===== src/DecodePkg.sv =====
// Shared constants for the RV32I instruction decode stage.
// Holds the data and field widths, the major opcode values and the
// ALUOp encoding passed from decode to execute.
// Modules import it inside their body and use scoped names in port lists.

package DecodePkg;

    // Widths
    localparam int Xlen         = 32;  // Data and address width
    localparam int OpcodeWidth  = 7;   // Major opcode field instr[6:0]
    localparam int RegAddrWidth = 5;   // rs1, rs2 and rd fields

    // Major opcodes, RV32I base set
    localparam logic [OpcodeWidth-1:0] OpLui    = 7'b0110111;
    localparam logic [OpcodeWidth-1:0] OpAuipc  = 7'b0010111;
    localparam logic [OpcodeWidth-1:0] OpJal    = 7'b1101111;
    localparam logic [OpcodeWidth-1:0] OpJalr   = 7'b1100111;
    localparam logic [OpcodeWidth-1:0] OpBranch = 7'b1100011;
    localparam logic [OpcodeWidth-1:0] OpLoad   = 7'b0000011;
    localparam logic [OpcodeWidth-1:0] OpStore  = 7'b0100011;
    localparam logic [OpcodeWidth-1:0] OpImm    = 7'b0010011;  // Register-immediate ALU
    localparam logic [OpcodeWidth-1:0] OpReg    = 7'b0110011;  // Register-register ALU
    localparam logic [OpcodeWidth-1:0] OpFence  = 7'b0001111;  // Decoded as no-op
    localparam logic [OpcodeWidth-1:0] OpSystem = 7'b1110011;  // Decoded as no-op

    // ALUOp field, refined by funct3/funct7 in execute
    localparam logic [1:0] AluOpAdd    = 2'b00;  // Address or plain add
    localparam logic [1:0] AluOpBranch = 2'b01;  // Compare for branch
    localparam logic [1:0] AluOpFunct  = 2'b10;  // Use funct fields

endpackage


===== src/ControlUnit.sv =====
// Main control decoder for the decode stage.
// Turns the 7-bit major opcode into the control set carried down the
// pipeline. Purely combinational; unknown opcodes give all zeros and
// raise Illegal.

module ControlUnit (
    input  logic [DecodePkg::OpcodeWidth-1:0] opcode,
    output logic                              ALUSrc,    // Immediate as ALU operand B
    output logic [1:0]                        ALUOp,     // To execute ALU control
    output logic                              Branch,    // Conditional branch
    output logic                              Jump,      // JAL or JALR
    output logic                              MemRead,   // Load in memory stage
    output logic                              MemWrite,  // Store in memory stage
    output logic                              MemtoReg,  // Writeback takes load data
    output logic                              RegWrite,  // Writeback enable
    output logic                              Illegal    // Opcode not in RV32I
);

    import DecodePkg::*;

    always_comb begin
        // Defaults describe a no-op
        ALUSrc   = 1'b0;
        ALUOp    = AluOpAdd;
        Branch   = 1'b0;
        Jump     = 1'b0;
        MemRead  = 1'b0;
        MemWrite = 1'b0;
        MemtoReg = 1'b0;
        RegWrite = 1'b0;
        Illegal  = 1'b0;
        case (opcode)
            OpLui, OpAuipc: begin
                ALUSrc   = 1'b1;  // Upper immediate
                RegWrite = 1'b1;
            end
            OpJal, OpJalr: begin
                ALUSrc   = 1'b1;
                RegWrite = 1'b1;  // Link register
                Jump     = 1'b1;
            end
            OpBranch: begin
                ALUOp    = AluOpBranch;
                Branch   = 1'b1;
            end
            OpLoad: begin
                ALUSrc   = 1'b1;  // Base plus offset
                MemRead  = 1'b1;
                MemtoReg = 1'b1;
                RegWrite = 1'b1;
            end
            OpStore: begin
                ALUSrc   = 1'b1;
                MemWrite = 1'b1;
            end
            OpImm: begin
                ALUOp    = AluOpFunct;
                ALUSrc   = 1'b1;
                RegWrite = 1'b1;
            end
            OpReg: begin
                ALUOp    = AluOpFunct;
                RegWrite = 1'b1;
            end
            OpFence, OpSystem: begin
                // No ordering or CSR support, pass through as bubble-like no-op
            end
            default: begin
                Illegal  = 1'b1;
            end
        endcase
    end

    // A load and a store are never decoded from one opcode
    always_comb begin
        assert #0 (!(MemRead && MemWrite))
            else $error("ControlUnit: MemRead and MemWrite both set");
    end

endmodule


===== src/DecodeStage.sv =====
// Instruction decode stage of a five-stage RV32I pipeline.
// Decodes one fetched instruction, builds its immediate, reads rs1/rs2
// and captures everything in the ID/EX register for execute.
// stall holds the register, flush or instrValid low loads a bubble.

module DecodeStage #(
    parameter int NumRegs = 32
) (
    input  logic                               clk,
    input  logic                               reset_n,
    // From fetch
    input  logic                               instrValid,
    input  logic [DecodePkg::Xlen-1:0]         instr,
    input  logic [DecodePkg::Xlen-1:0]         pc,
    // From hazard logic
    input  logic                               stall,
    input  logic                               flush,
    // From writeback
    input  logic                               wbEnable,
    input  logic [DecodePkg::RegAddrWidth-1:0] wbAddr,
    input  logic [DecodePkg::Xlen-1:0]         wbData,
    // ID/EX register
    output logic                               exValid,
    output logic [DecodePkg::Xlen-1:0]         exPc,
    output logic [DecodePkg::Xlen-1:0]         exRs1Data,
    output logic [DecodePkg::Xlen-1:0]         exRs2Data,
    output logic [DecodePkg::Xlen-1:0]         exImm,
    output logic [DecodePkg::RegAddrWidth-1:0] exRd,
    output logic [2:0]                         exFunct3,
    output logic                               exFunct7b5,
    output logic                               exALUSrc,
    output logic [1:0]                         exALUOp,
    output logic                               exBranch,
    output logic                               exJump,
    output logic                               exMemRead,
    output logic                               exMemWrite,
    output logic                               exMemtoReg,
    output logic                               exRegWrite,
    output logic                               exIllegal
);

    import DecodePkg::*;

    logic [OpcodeWidth-1:0]  opcode;
    logic [RegAddrWidth-1:0] rd;
    logic [RegAddrWidth-1:0] rs1;
    logic [RegAddrWidth-1:0] rs2;
    logic [Xlen-1:0]         imm;
    logic [Xlen-1:0]         rs1Data;
    logic [Xlen-1:0]         rs2Data;
    logic                    aluSrc;
    logic [1:0]              aluOp;
    logic                    branch;
    logic                    jump;
    logic                    memRead;
    logic                    memWrite;
    logic                    memtoReg;
    logic                    regWrite;
    logic                    opIllegal;
    logic                    usesRs1;
    logic                    usesRs2;
    logic                    badReg;
    logic                    bubble;

    assign opcode = instr[OpcodeWidth-1:0];
    assign rd     = instr[11:7];
    assign rs1    = instr[19:15];
    assign rs2    = instr[24:20];

    ControlUnit ctrl (
        .opcode  (opcode),
        .ALUSrc  (aluSrc),
        .ALUOp   (aluOp),
        .Branch  (branch),
        .Jump    (jump),
        .MemRead (memRead),
        .MemWrite(memWrite),
        .MemtoReg(memtoReg),
        .RegWrite(regWrite),
        .Illegal (opIllegal)
    );

    ImmGen immGen (
        .instr(instr),
        .imm  (imm)
    );

    RegFile #(.NumRegs(NumRegs)) regFile (
        .clk     (clk),
        .reset_n (reset_n),
        .rs1Addr (rs1),
        .rs2Addr (rs2),
        .wrAddr  (wbAddr),
        .wrEnable(wbEnable),
        .wrData  (wbData),
        .rs1Data (rs1Data),
        .rs2Data (rs2Data)
    );

    // Register fields each format really reads
    assign usesRs1 = opcode inside {OpReg, OpImm, OpLoad, OpStore, OpBranch, OpJalr};
    assign usesRs2 = opcode inside {OpReg, OpStore, OpBranch};

    // Register numbers past NumRegs are illegal (RV32E)
    assign badReg = (regWrite && 32'(rd) >= NumRegs)
                  || (usesRs1 && 32'(rs1) >= NumRegs)
                  || (usesRs2 && 32'(rs2) >= NumRegs);

    assign bubble = flush || !instrValid;

    // Control half, cleared on reset and bubble; flush wins over stall
    always_ff @(posedge clk or negedge reset_n) begin
        if (!reset_n) begin
            exValid    <= 1'b0;
            exALUSrc   <= 1'b0;
            exALUOp    <= AluOpAdd;
            exBranch   <= 1'b0;
            exJump     <= 1'b0;
            exMemRead  <= 1'b0;
            exMemWrite <= 1'b0;
            exMemtoReg <= 1'b0;
            exRegWrite <= 1'b0;
            exIllegal  <= 1'b0;
        end else if (flush || !stall) begin
            exValid    <= !bubble;
            exALUSrc   <= !bubble && aluSrc;
            exALUOp    <= bubble ? AluOpAdd : aluOp;
            exBranch   <= !bubble && branch;
            exJump     <= !bubble && jump;
            exMemRead  <= !bubble && memRead;
            exMemWrite <= !bubble && memWrite;
            exMemtoReg <= !bubble && memtoReg;
            exRegWrite <= !bubble && regWrite;
            exIllegal  <= !bubble && (opIllegal || badReg);
        end
    end

    // Payload half, meaningless in a bubble
    always_ff @(posedge clk) begin
        if (!stall) begin
            exPc       <= pc;
            exRs1Data  <= rs1Data;
            exRs2Data  <= rs2Data;
            exImm      <= imm;
            exRd       <= rd;
            exFunct3   <= instr[14:12];
            exFunct7b5 <= instr[30];
        end
    end

    // Flush always empties execute on the next cycle, stall or not
    assert property (@(posedge clk) disable iff (!reset_n) flush |=> !exValid);

    assert property (@(posedge clk) disable iff (!reset_n)
        exValid |-> !(exMemRead && exMemWrite));

endmodule


===== src/ImmGen.sv =====
// Immediate generator for the decode stage.
// Picks the RV32I immediate format from the opcode, assembles the
// scattered instruction bits and sign-extends to Xlen. Combinational.

module ImmGen (
    input  logic [DecodePkg::Xlen-1:0] instr,
    output logic [DecodePkg::Xlen-1:0] imm
);

    import DecodePkg::*;

    logic [OpcodeWidth-1:0] opcode;
    logic                   sign;

    assign opcode = instr[OpcodeWidth-1:0];
    assign sign   = instr[31];  // Every format takes sign from bit 31

    always_comb begin
        case (opcode)
            OpLoad, OpImm, OpJalr, OpSystem: begin
                imm = {{20{sign}}, instr[31:20]};  // I-type
            end
            OpStore: begin
                imm = {{20{sign}}, instr[31:25], instr[11:7]};  // S-type
            end
            OpBranch: begin
                // B-type, halfword offset
                imm = {{19{sign}}, instr[31], instr[7], instr[30:25], instr[11:8], 1'b0};
            end
            OpLui, OpAuipc: begin
                imm = {instr[31:12], 12'b0};  // U-type
            end
            OpJal: begin
                // J-type, halfword offset
                imm = {{11{sign}}, instr[31], instr[19:12], instr[20], instr[30:21], 1'b0};
            end
            default: begin
                imm = '0;  // R-type, FENCE, unknown
            end
        endcase
    end

endmodule


===== src/RegFile.sv =====
// Integer register file for the decode stage.
// Two combinational read ports and one write port from writeback.
// x0 reads zero, a same-cycle write is bypassed to the readers and
// addresses at or above NumRegs read zero (RV32E uses 16 registers).

module RegFile #(
    parameter int NumRegs = 32
) (
    input  logic                              clk,
    input  logic                              reset_n,
    input  logic [DecodePkg::RegAddrWidth-1:0] rs1Addr,
    input  logic [DecodePkg::RegAddrWidth-1:0] rs2Addr,
    input  logic [DecodePkg::RegAddrWidth-1:0] wrAddr,
    input  logic                              wrEnable,
    input  logic [DecodePkg::Xlen-1:0]        wrData,
    output logic [DecodePkg::Xlen-1:0]        rs1Data,
    output logic [DecodePkg::Xlen-1:0]        rs2Data
);

    import DecodePkg::*;

    logic [Xlen-1:0] regs [NumRegs];
    logic            wrValid;

    // Writes to x0 or past the array are dropped
    assign wrValid = wrEnable && (wrAddr != '0) && (32'(wrAddr) < NumRegs);

    function automatic logic [Xlen-1:0] readReg(input logic [RegAddrWidth-1:0] addr);
        logic [Xlen-1:0] value;
        value = '0;
        if (addr != '0 && 32'(addr) < NumRegs) begin
            if (wrValid && wrAddr == addr) begin
                value = wrData;  // Write-through bypass
            end else begin
                value = regs[addr];
            end
        end
        return value;
    endfunction

    // Re-evaluated on any change of the array or the write port
    always_comb begin
        rs1Data = readReg(rs1Addr);
        rs2Data = readReg(rs2Addr);
    end

    always_ff @(posedge clk or negedge reset_n) begin
        if (!reset_n) begin
            for (int i = 0; i < NumRegs; i++) begin
                regs[i] <= '0;
            end
        end else if (wrValid) begin
            regs[wrAddr] <= wrData;
        end
    end

    // x0 stays zero even with a bypassed write to it
    assert property (@(posedge clk) disable iff (!reset_n)
        (rs1Addr == '0) |-> (rs1Data == '0));
    assert property (@(posedge clk) disable iff (!reset_n)
        (rs2Addr == '0) |-> (rs2Data == '0));

endmodule

===== config.mk =====
export PLATFORM = sky130hd
export DESIGN_NAME = DecodeStage
export DESIGN_NICKNAME = d
export VERILOG_FILES = /design/src/DecodePkg.sv /design/src/ControlUnit.sv /design/src/DecodeStage.sv /design/src/ImmGen.sv /design/src/RegFile.sv
export SDC_FILE = /design/constraint.sdc
export NUM_CORES = 2
export LEC_CHECK = 0
export BUFFER_PORTS_ARGS = -buffer_cell sky130_fd_sc_hd__buf_2
export CAP_MARGIN = 25
export CORE_UTILIZATION = 55
export CTS_CLUSTER_SIZE = 12
export DETAILED_ROUTE_END_ITERATION = 12
export PLACE_DENSITY = 0.79
export REMOVE_ABC_BUFFERS = 1
export SLEW_MARGIN = 20
export SYNTH_ARGS = -nofsm -noshare
export SYNTH_HDL_FRONTEND = slang
export SYNTH_SLANG_ARGS = --single-unit

===== constraint.sdc =====
create_clock -name clk -period 1.9 [get_ports clk]
set_input_delay 0.57 -clock clk [delete_from_list [all_inputs] [get_ports clk]]
set_output_delay 0.57 -clock clk [all_outputs]
set_load 0.1 [all_outputs]

Word level (Yosys, flattened, before mapping) --
Index checks and enable logic that the tools add are counted.
Word-level totals: bits in registers 1171, output and inout bits 148, logic and storage cells 115, input bits 107
Operators by class: mux-type cells 21, reduce and logical (&&, ||, !) cells 26, order comparisons 4, bitwise gates (word level) 3, equal/unequal tests 13
Operators by type and width (count):
- 1024-bit bitwise mux | 1
- 32-bit binary-select mux with 5-bit select | 2
- 32-bit 2-to-1 mux | 7
- 32-bit demux with 5-bit select | 1
- 32-bit case mux with 5 select lines | 1
- 7-bit == test (second input constant) | 4
- 7-bit by 6-bit == test with 1-bit output (second input constant) | 3
- 6-bit greater-or-equal comparator (second input constant) | 3
- 5-bit inverter with 6-bit output | 3
- 5-bit nonzero test | 3
- 7-bit by 5-bit == test with 1-bit output (second input constant) | 2
- 7-bit OR reduction | 2
- 1-bit logical AND | 11
- 11-bit OR reduction | 1
- 5-bit == test | 2
- 7-bit by 2-bit == test with 1-bit output (second input constant) | 1
- 7-bit by 4-bit == test with 1-bit output (second input constant) | 1
- 1-bit 2-to-1 mux | 7
- 6-bit by 1-bit less-than comparator with 1-bit output (second input constant) | 1
- 2-bit OR reduction | 3
- 2-bit case mux with 2 select lines | 1
- 4-bit OR reduction | 1
- 1-bit zero test | 3
- 1-bit logical OR | 2
- 2-bit 2-to-1 mux | 1

Longest topological paths before layout --
depth after elaboration 6, gate-level depth with buffers 8, depth with buffers taken out 5

By module --
Synthesis repeated with hierarchy kept, for this count alone.
Second synthesis, totals: cells, all modules 4239, area total of the unflattened synthesis 60924.7 µm²
By module, submodules not included:
- RegFile | seq. area each 25624.6 µm², cells an instance 3962, times used 1, area each 55613.3 µm²
- DecodeStage | seq. area each 4389.2 µm², cells an instance 166, times used 1, area each 4561.9 µm²
- ImmGen | seq. area each 0.0 µm², cells an instance 82, times used 1, area each 558.0 µm²
- ControlUnit | seq. area each 0.0 µm², cells an instance 29, times used 1, area each 191.4 µm²

Worst setup path before layout --
Ideal clock, no wire load.
kind input -> register, start point input stall, end point register exFunct3[0], enable pin, arrival time 3.417 ns, path buffers 1, stages on the path 2, setup time 0.489 ns, setup slack -2.007 ns, cells stage by stage clkbuf_1 -> inv_1
RTL lines:
- start, declared | RTL line DecodeStage.sv:16 | input logic stall,
- end signal, assigned | RTL line DecodeStage.sv:146 | exFunct3 <= instr[14:12];
- end, declared | RTL line DecodeStage.sv:29 | output logic [2:0] exFunct3,
No word-level cell between the ends.

Worst setup path in the final report --
start point register exRs2Data[20] (netlist name), end point output exRs2Data[20] (netlist name)
RTL lines:
- start, declared | RTL line DecodeStage.sv:26 | output logic [DecodePkg::Xlen-1:0] exRs2Data,
- start signal, assigned | RTL line DecodeStage.sv:143 | exRs2Data <= rs2Data;
No word-level cell between the ends.

==> metrics.yaml <==
outcome:
  status: "complete, but fails checks"
  violations: "negative setup slack"
sta:
  setup_viol: 63
  post-route-period-util: 1.10
  tightest_slew_ps: 655
  period_needed_ps: 2080
  fin_ws_ps: -183
  fin_worst_skew_ps: 33.0
  hold_viol: 0
  fmax_ghz: 0.480
  slew_viol_final: 0
  relSlewSlack: 0.563
  rsz0062_at_grt: "true"
  tns_ps: -3130
  hold_slack_ps: 32.7
clock_network:
  root_buffer: "clkbuf_16"
  clkLatencyLatePin_ps: 720
  clock_path_buffers: 3
  cts_tree: "yes"
  clk_pin_slew_worst_paths_ps: 60
  cts.sinks: 1171
  htree_levels: 3
  cts_buffers: 119
detailed_routing:
  drt_iter0_drc: 4413
  first_pass_iters: 6
  dr_total_vias: 40300
  drc: 0
  wl_per_cell_um: 31.6
  vias_per_cell: 6.94
  drt-total-wl_um: 184000
  drtAntennaViolNets: 0
power:
  p_leak_uw: 0.0315
  finalPower_uw: 73200
  ir_drop_mv: 0.790
  p_per_area_nw_per_um2: 1020
setup_path:
  worstPathRequired_ps: 1330
  timing.rr.end: "exRs1Data[23]"
  path_class: "flop to output pin"
  arrival_ps: 1510
  endpoint_kind: "output pin"
  reg2reg_depth: 6
  worst_path_dominant_cell_family: "flip-flops"
  path_buf_inv: 1
  cp-start-kind: "flop"
  cp_cell_sequence: "buf_12"
  cp.depth: 1
  rrSetupSlack_ps: 80
  endpoint: "exRs2Data[20]"
  crit_slowest_cell: "edfxtp_1"
  cp_max_fo: 1
  cpPeakStageDelay_ps: 550
  r2r-start: "regFile.regs[375]"
  critPathLaunch: "exRs2Data[20]"
synth:
  synthTopCellsByCount: "1,034 x dfrtp_1, 962 x mux2_2, 510 x mux4_2"
  synth_area_sq_um: 60000
  synthArstFlopShare: 0.883
  synth_top_area_frac: 0.431
  synth_ff_type: "dfrtp_1"
  synth_area_per_cell_sq_um: 15.4
  synth_top_cell_by_area: "dfrtp_1"
  synth_seq_cells: 1171
  synth-edff-count: 137
  ys_seq_area_frac: 0.500
  yosysMostFrequentCell: "dfrtp_1"
  synth_cell_types: 57
  yosysWarnings: 0
  synthTopCellsByArea: "dfrtp_1 43%, mux4_2 19%, mux2_2 18%, edfxtp_1 6.9%, mux2i_1 3.2%"
  synthCells: 3900
placement:
  dpl-instance-area_sq_um: 66800
  dp_cells: 5566
  hpwl_um: 121000
  gp_congestion: 0.895
  io_buffers: 254
finish:
  drive_above_1_share: 0.549
  fin_area_sq_um: 72000
  finalNonFillerCells: 5808
  area_growth_pct: 19.9
  nets: 4412
die:
  num_io_pins: 255
  chipWidth_um: 332
  die_h_um: 332
  core_sq_um: 108000
  std_cell_rows: 120
  start_util: 0.557
  die_area_sq_um: 110000
global_routing:
  grt_max_degree: 67
  grt_usage: 0.335
  grt_antenna_before_repair: 5
  grt_pass1_wl_um: 274000
  grt_pass1_vias: 41700
  overflow: 0
hold_path:
  hold_depth: 1
  hold_path_class: "input port to flop"
run:
  drv_cap: 0
[kinds of logic after synthesis]
family,count (synthesis),share of synthesized area
buf+inv,441,0.0376
simple gates,329,0.0253
xor+xnor,10,0.00146
compound gates,269,0.0291
mux,1680,0.407
flops,1171,0.500
[repair_timing]
| action | CTS | global route |
|---|---|---|
| setup buffers | 1 | 14 |
| cloned | 0 | 2 |
| endpoints found under the setup margin | 150 | 111 |
| hold buffers | 4 | 0 |
| gates resized for setup | 325 | 19 |
| endpoints found under the hold margin | 224 | 0 |
[where the power goes]
| part | internal (uW) | switching (uW) | total (uW) |
|---|---|---|---|
| Sequential | 29900 | 3400 | 33300 |
| Combinational | 9070 | 7510 | 16600 |
| Clock | 13400 | 9930 | 23400 |
[per-layer routing]
| metal | share of wire | vias up | GRT usage |
|---|---|---|---|
| met3 | 0.11 | 495 | 0.0844 |
| met1 | 0.37 | 21400 | 0.452 |
| met4 | 0.045 | 2 | 0.140 |
| met5 | 0.000049 | - | 0 |
| li1 | - | 15800 | - |
| met2 | 0.47 | 2581 | 0.521 |
[cell type report]
cell class / instances / area [sq um]
flip-flops and latches: 1171 / 30000
fillers: 6902 / 35700
clock buffers: 195 / 3580
clock inverters: 23 / 259
diodes: 3 / 7.51
well taps: 1403 / 1760
repair buffers: 718 / 8350
multi-input cells: 2288 / 28000
inverters: 7 / 31.3
[state kept, by name (all words and copies together) (netlist names), 2 cells and up]
name / cells
exRs1Data: 32
exALUOp: 2
regFile.regs: 1024
exFunct3: 3
exRd: 5
exRs2Data: 32
exPc: 32
exImm: 32
[cell usage in the layout, fill, tap and decap left out, types with 5 or more instances in the layout]
master        n
mux2i_1     192
o22ai_1     185
clkbuf_16   127
mux4_2      510
buf_2        97
clkbuf_8     20
buf_12      195
nor2_4       16
bufinv_16     5
clkinv_2     14
nand3_1       8
edfxtp_1    137
a21o_1       20
mux2_2      962
buf_8        19
nor3_1       62
nor2_1      142
and2_1        6
a22o_1        5
nand2_1      31
xnor2_1       8
buf_4       267
dfrtp_1    1033
nand2_2      17
a22oi_1       5
mux2_1       15
nor3b_1       6
inv_1         5
clkbuf_1     51
nand3b_1      5
a21oi_1       7
o21ai_0      22
buf_6       129
[per-stage QoR]
stage               setup WS (ps)  utilization
floorplan                   -2190            -
global placement             -788        0.620
detailed placement           -772        0.620
CTS                          -194        0.666
global route                 -208        0.669
finish                       -183        0.669
[worst register-to-register path: cells and delay by family, from the launching register on]
family | cells | cell delay, ps
flops | 1 | 410
simple gates | 1 | 100
buf+inv | 1 | 140
mux | 3 | 730
compound gates | 1 | 200
[worst min-delay path by stage]
stage | from | to | slack, ps
floorplan | reset_n | exALUOp[0] | 270
global placement | regFile.regs[999] | regFile.regs[999] | 380
detailed placement | regFile.regs[1010] | regFile.regs[1010] | 380
CTS | pc[11] | exPc[11] | 0.8
global route | pc[14] | exPc[14] | 20
finish | pc[11] | exPc[11] | 30
(Power assumes the default switching activity.)
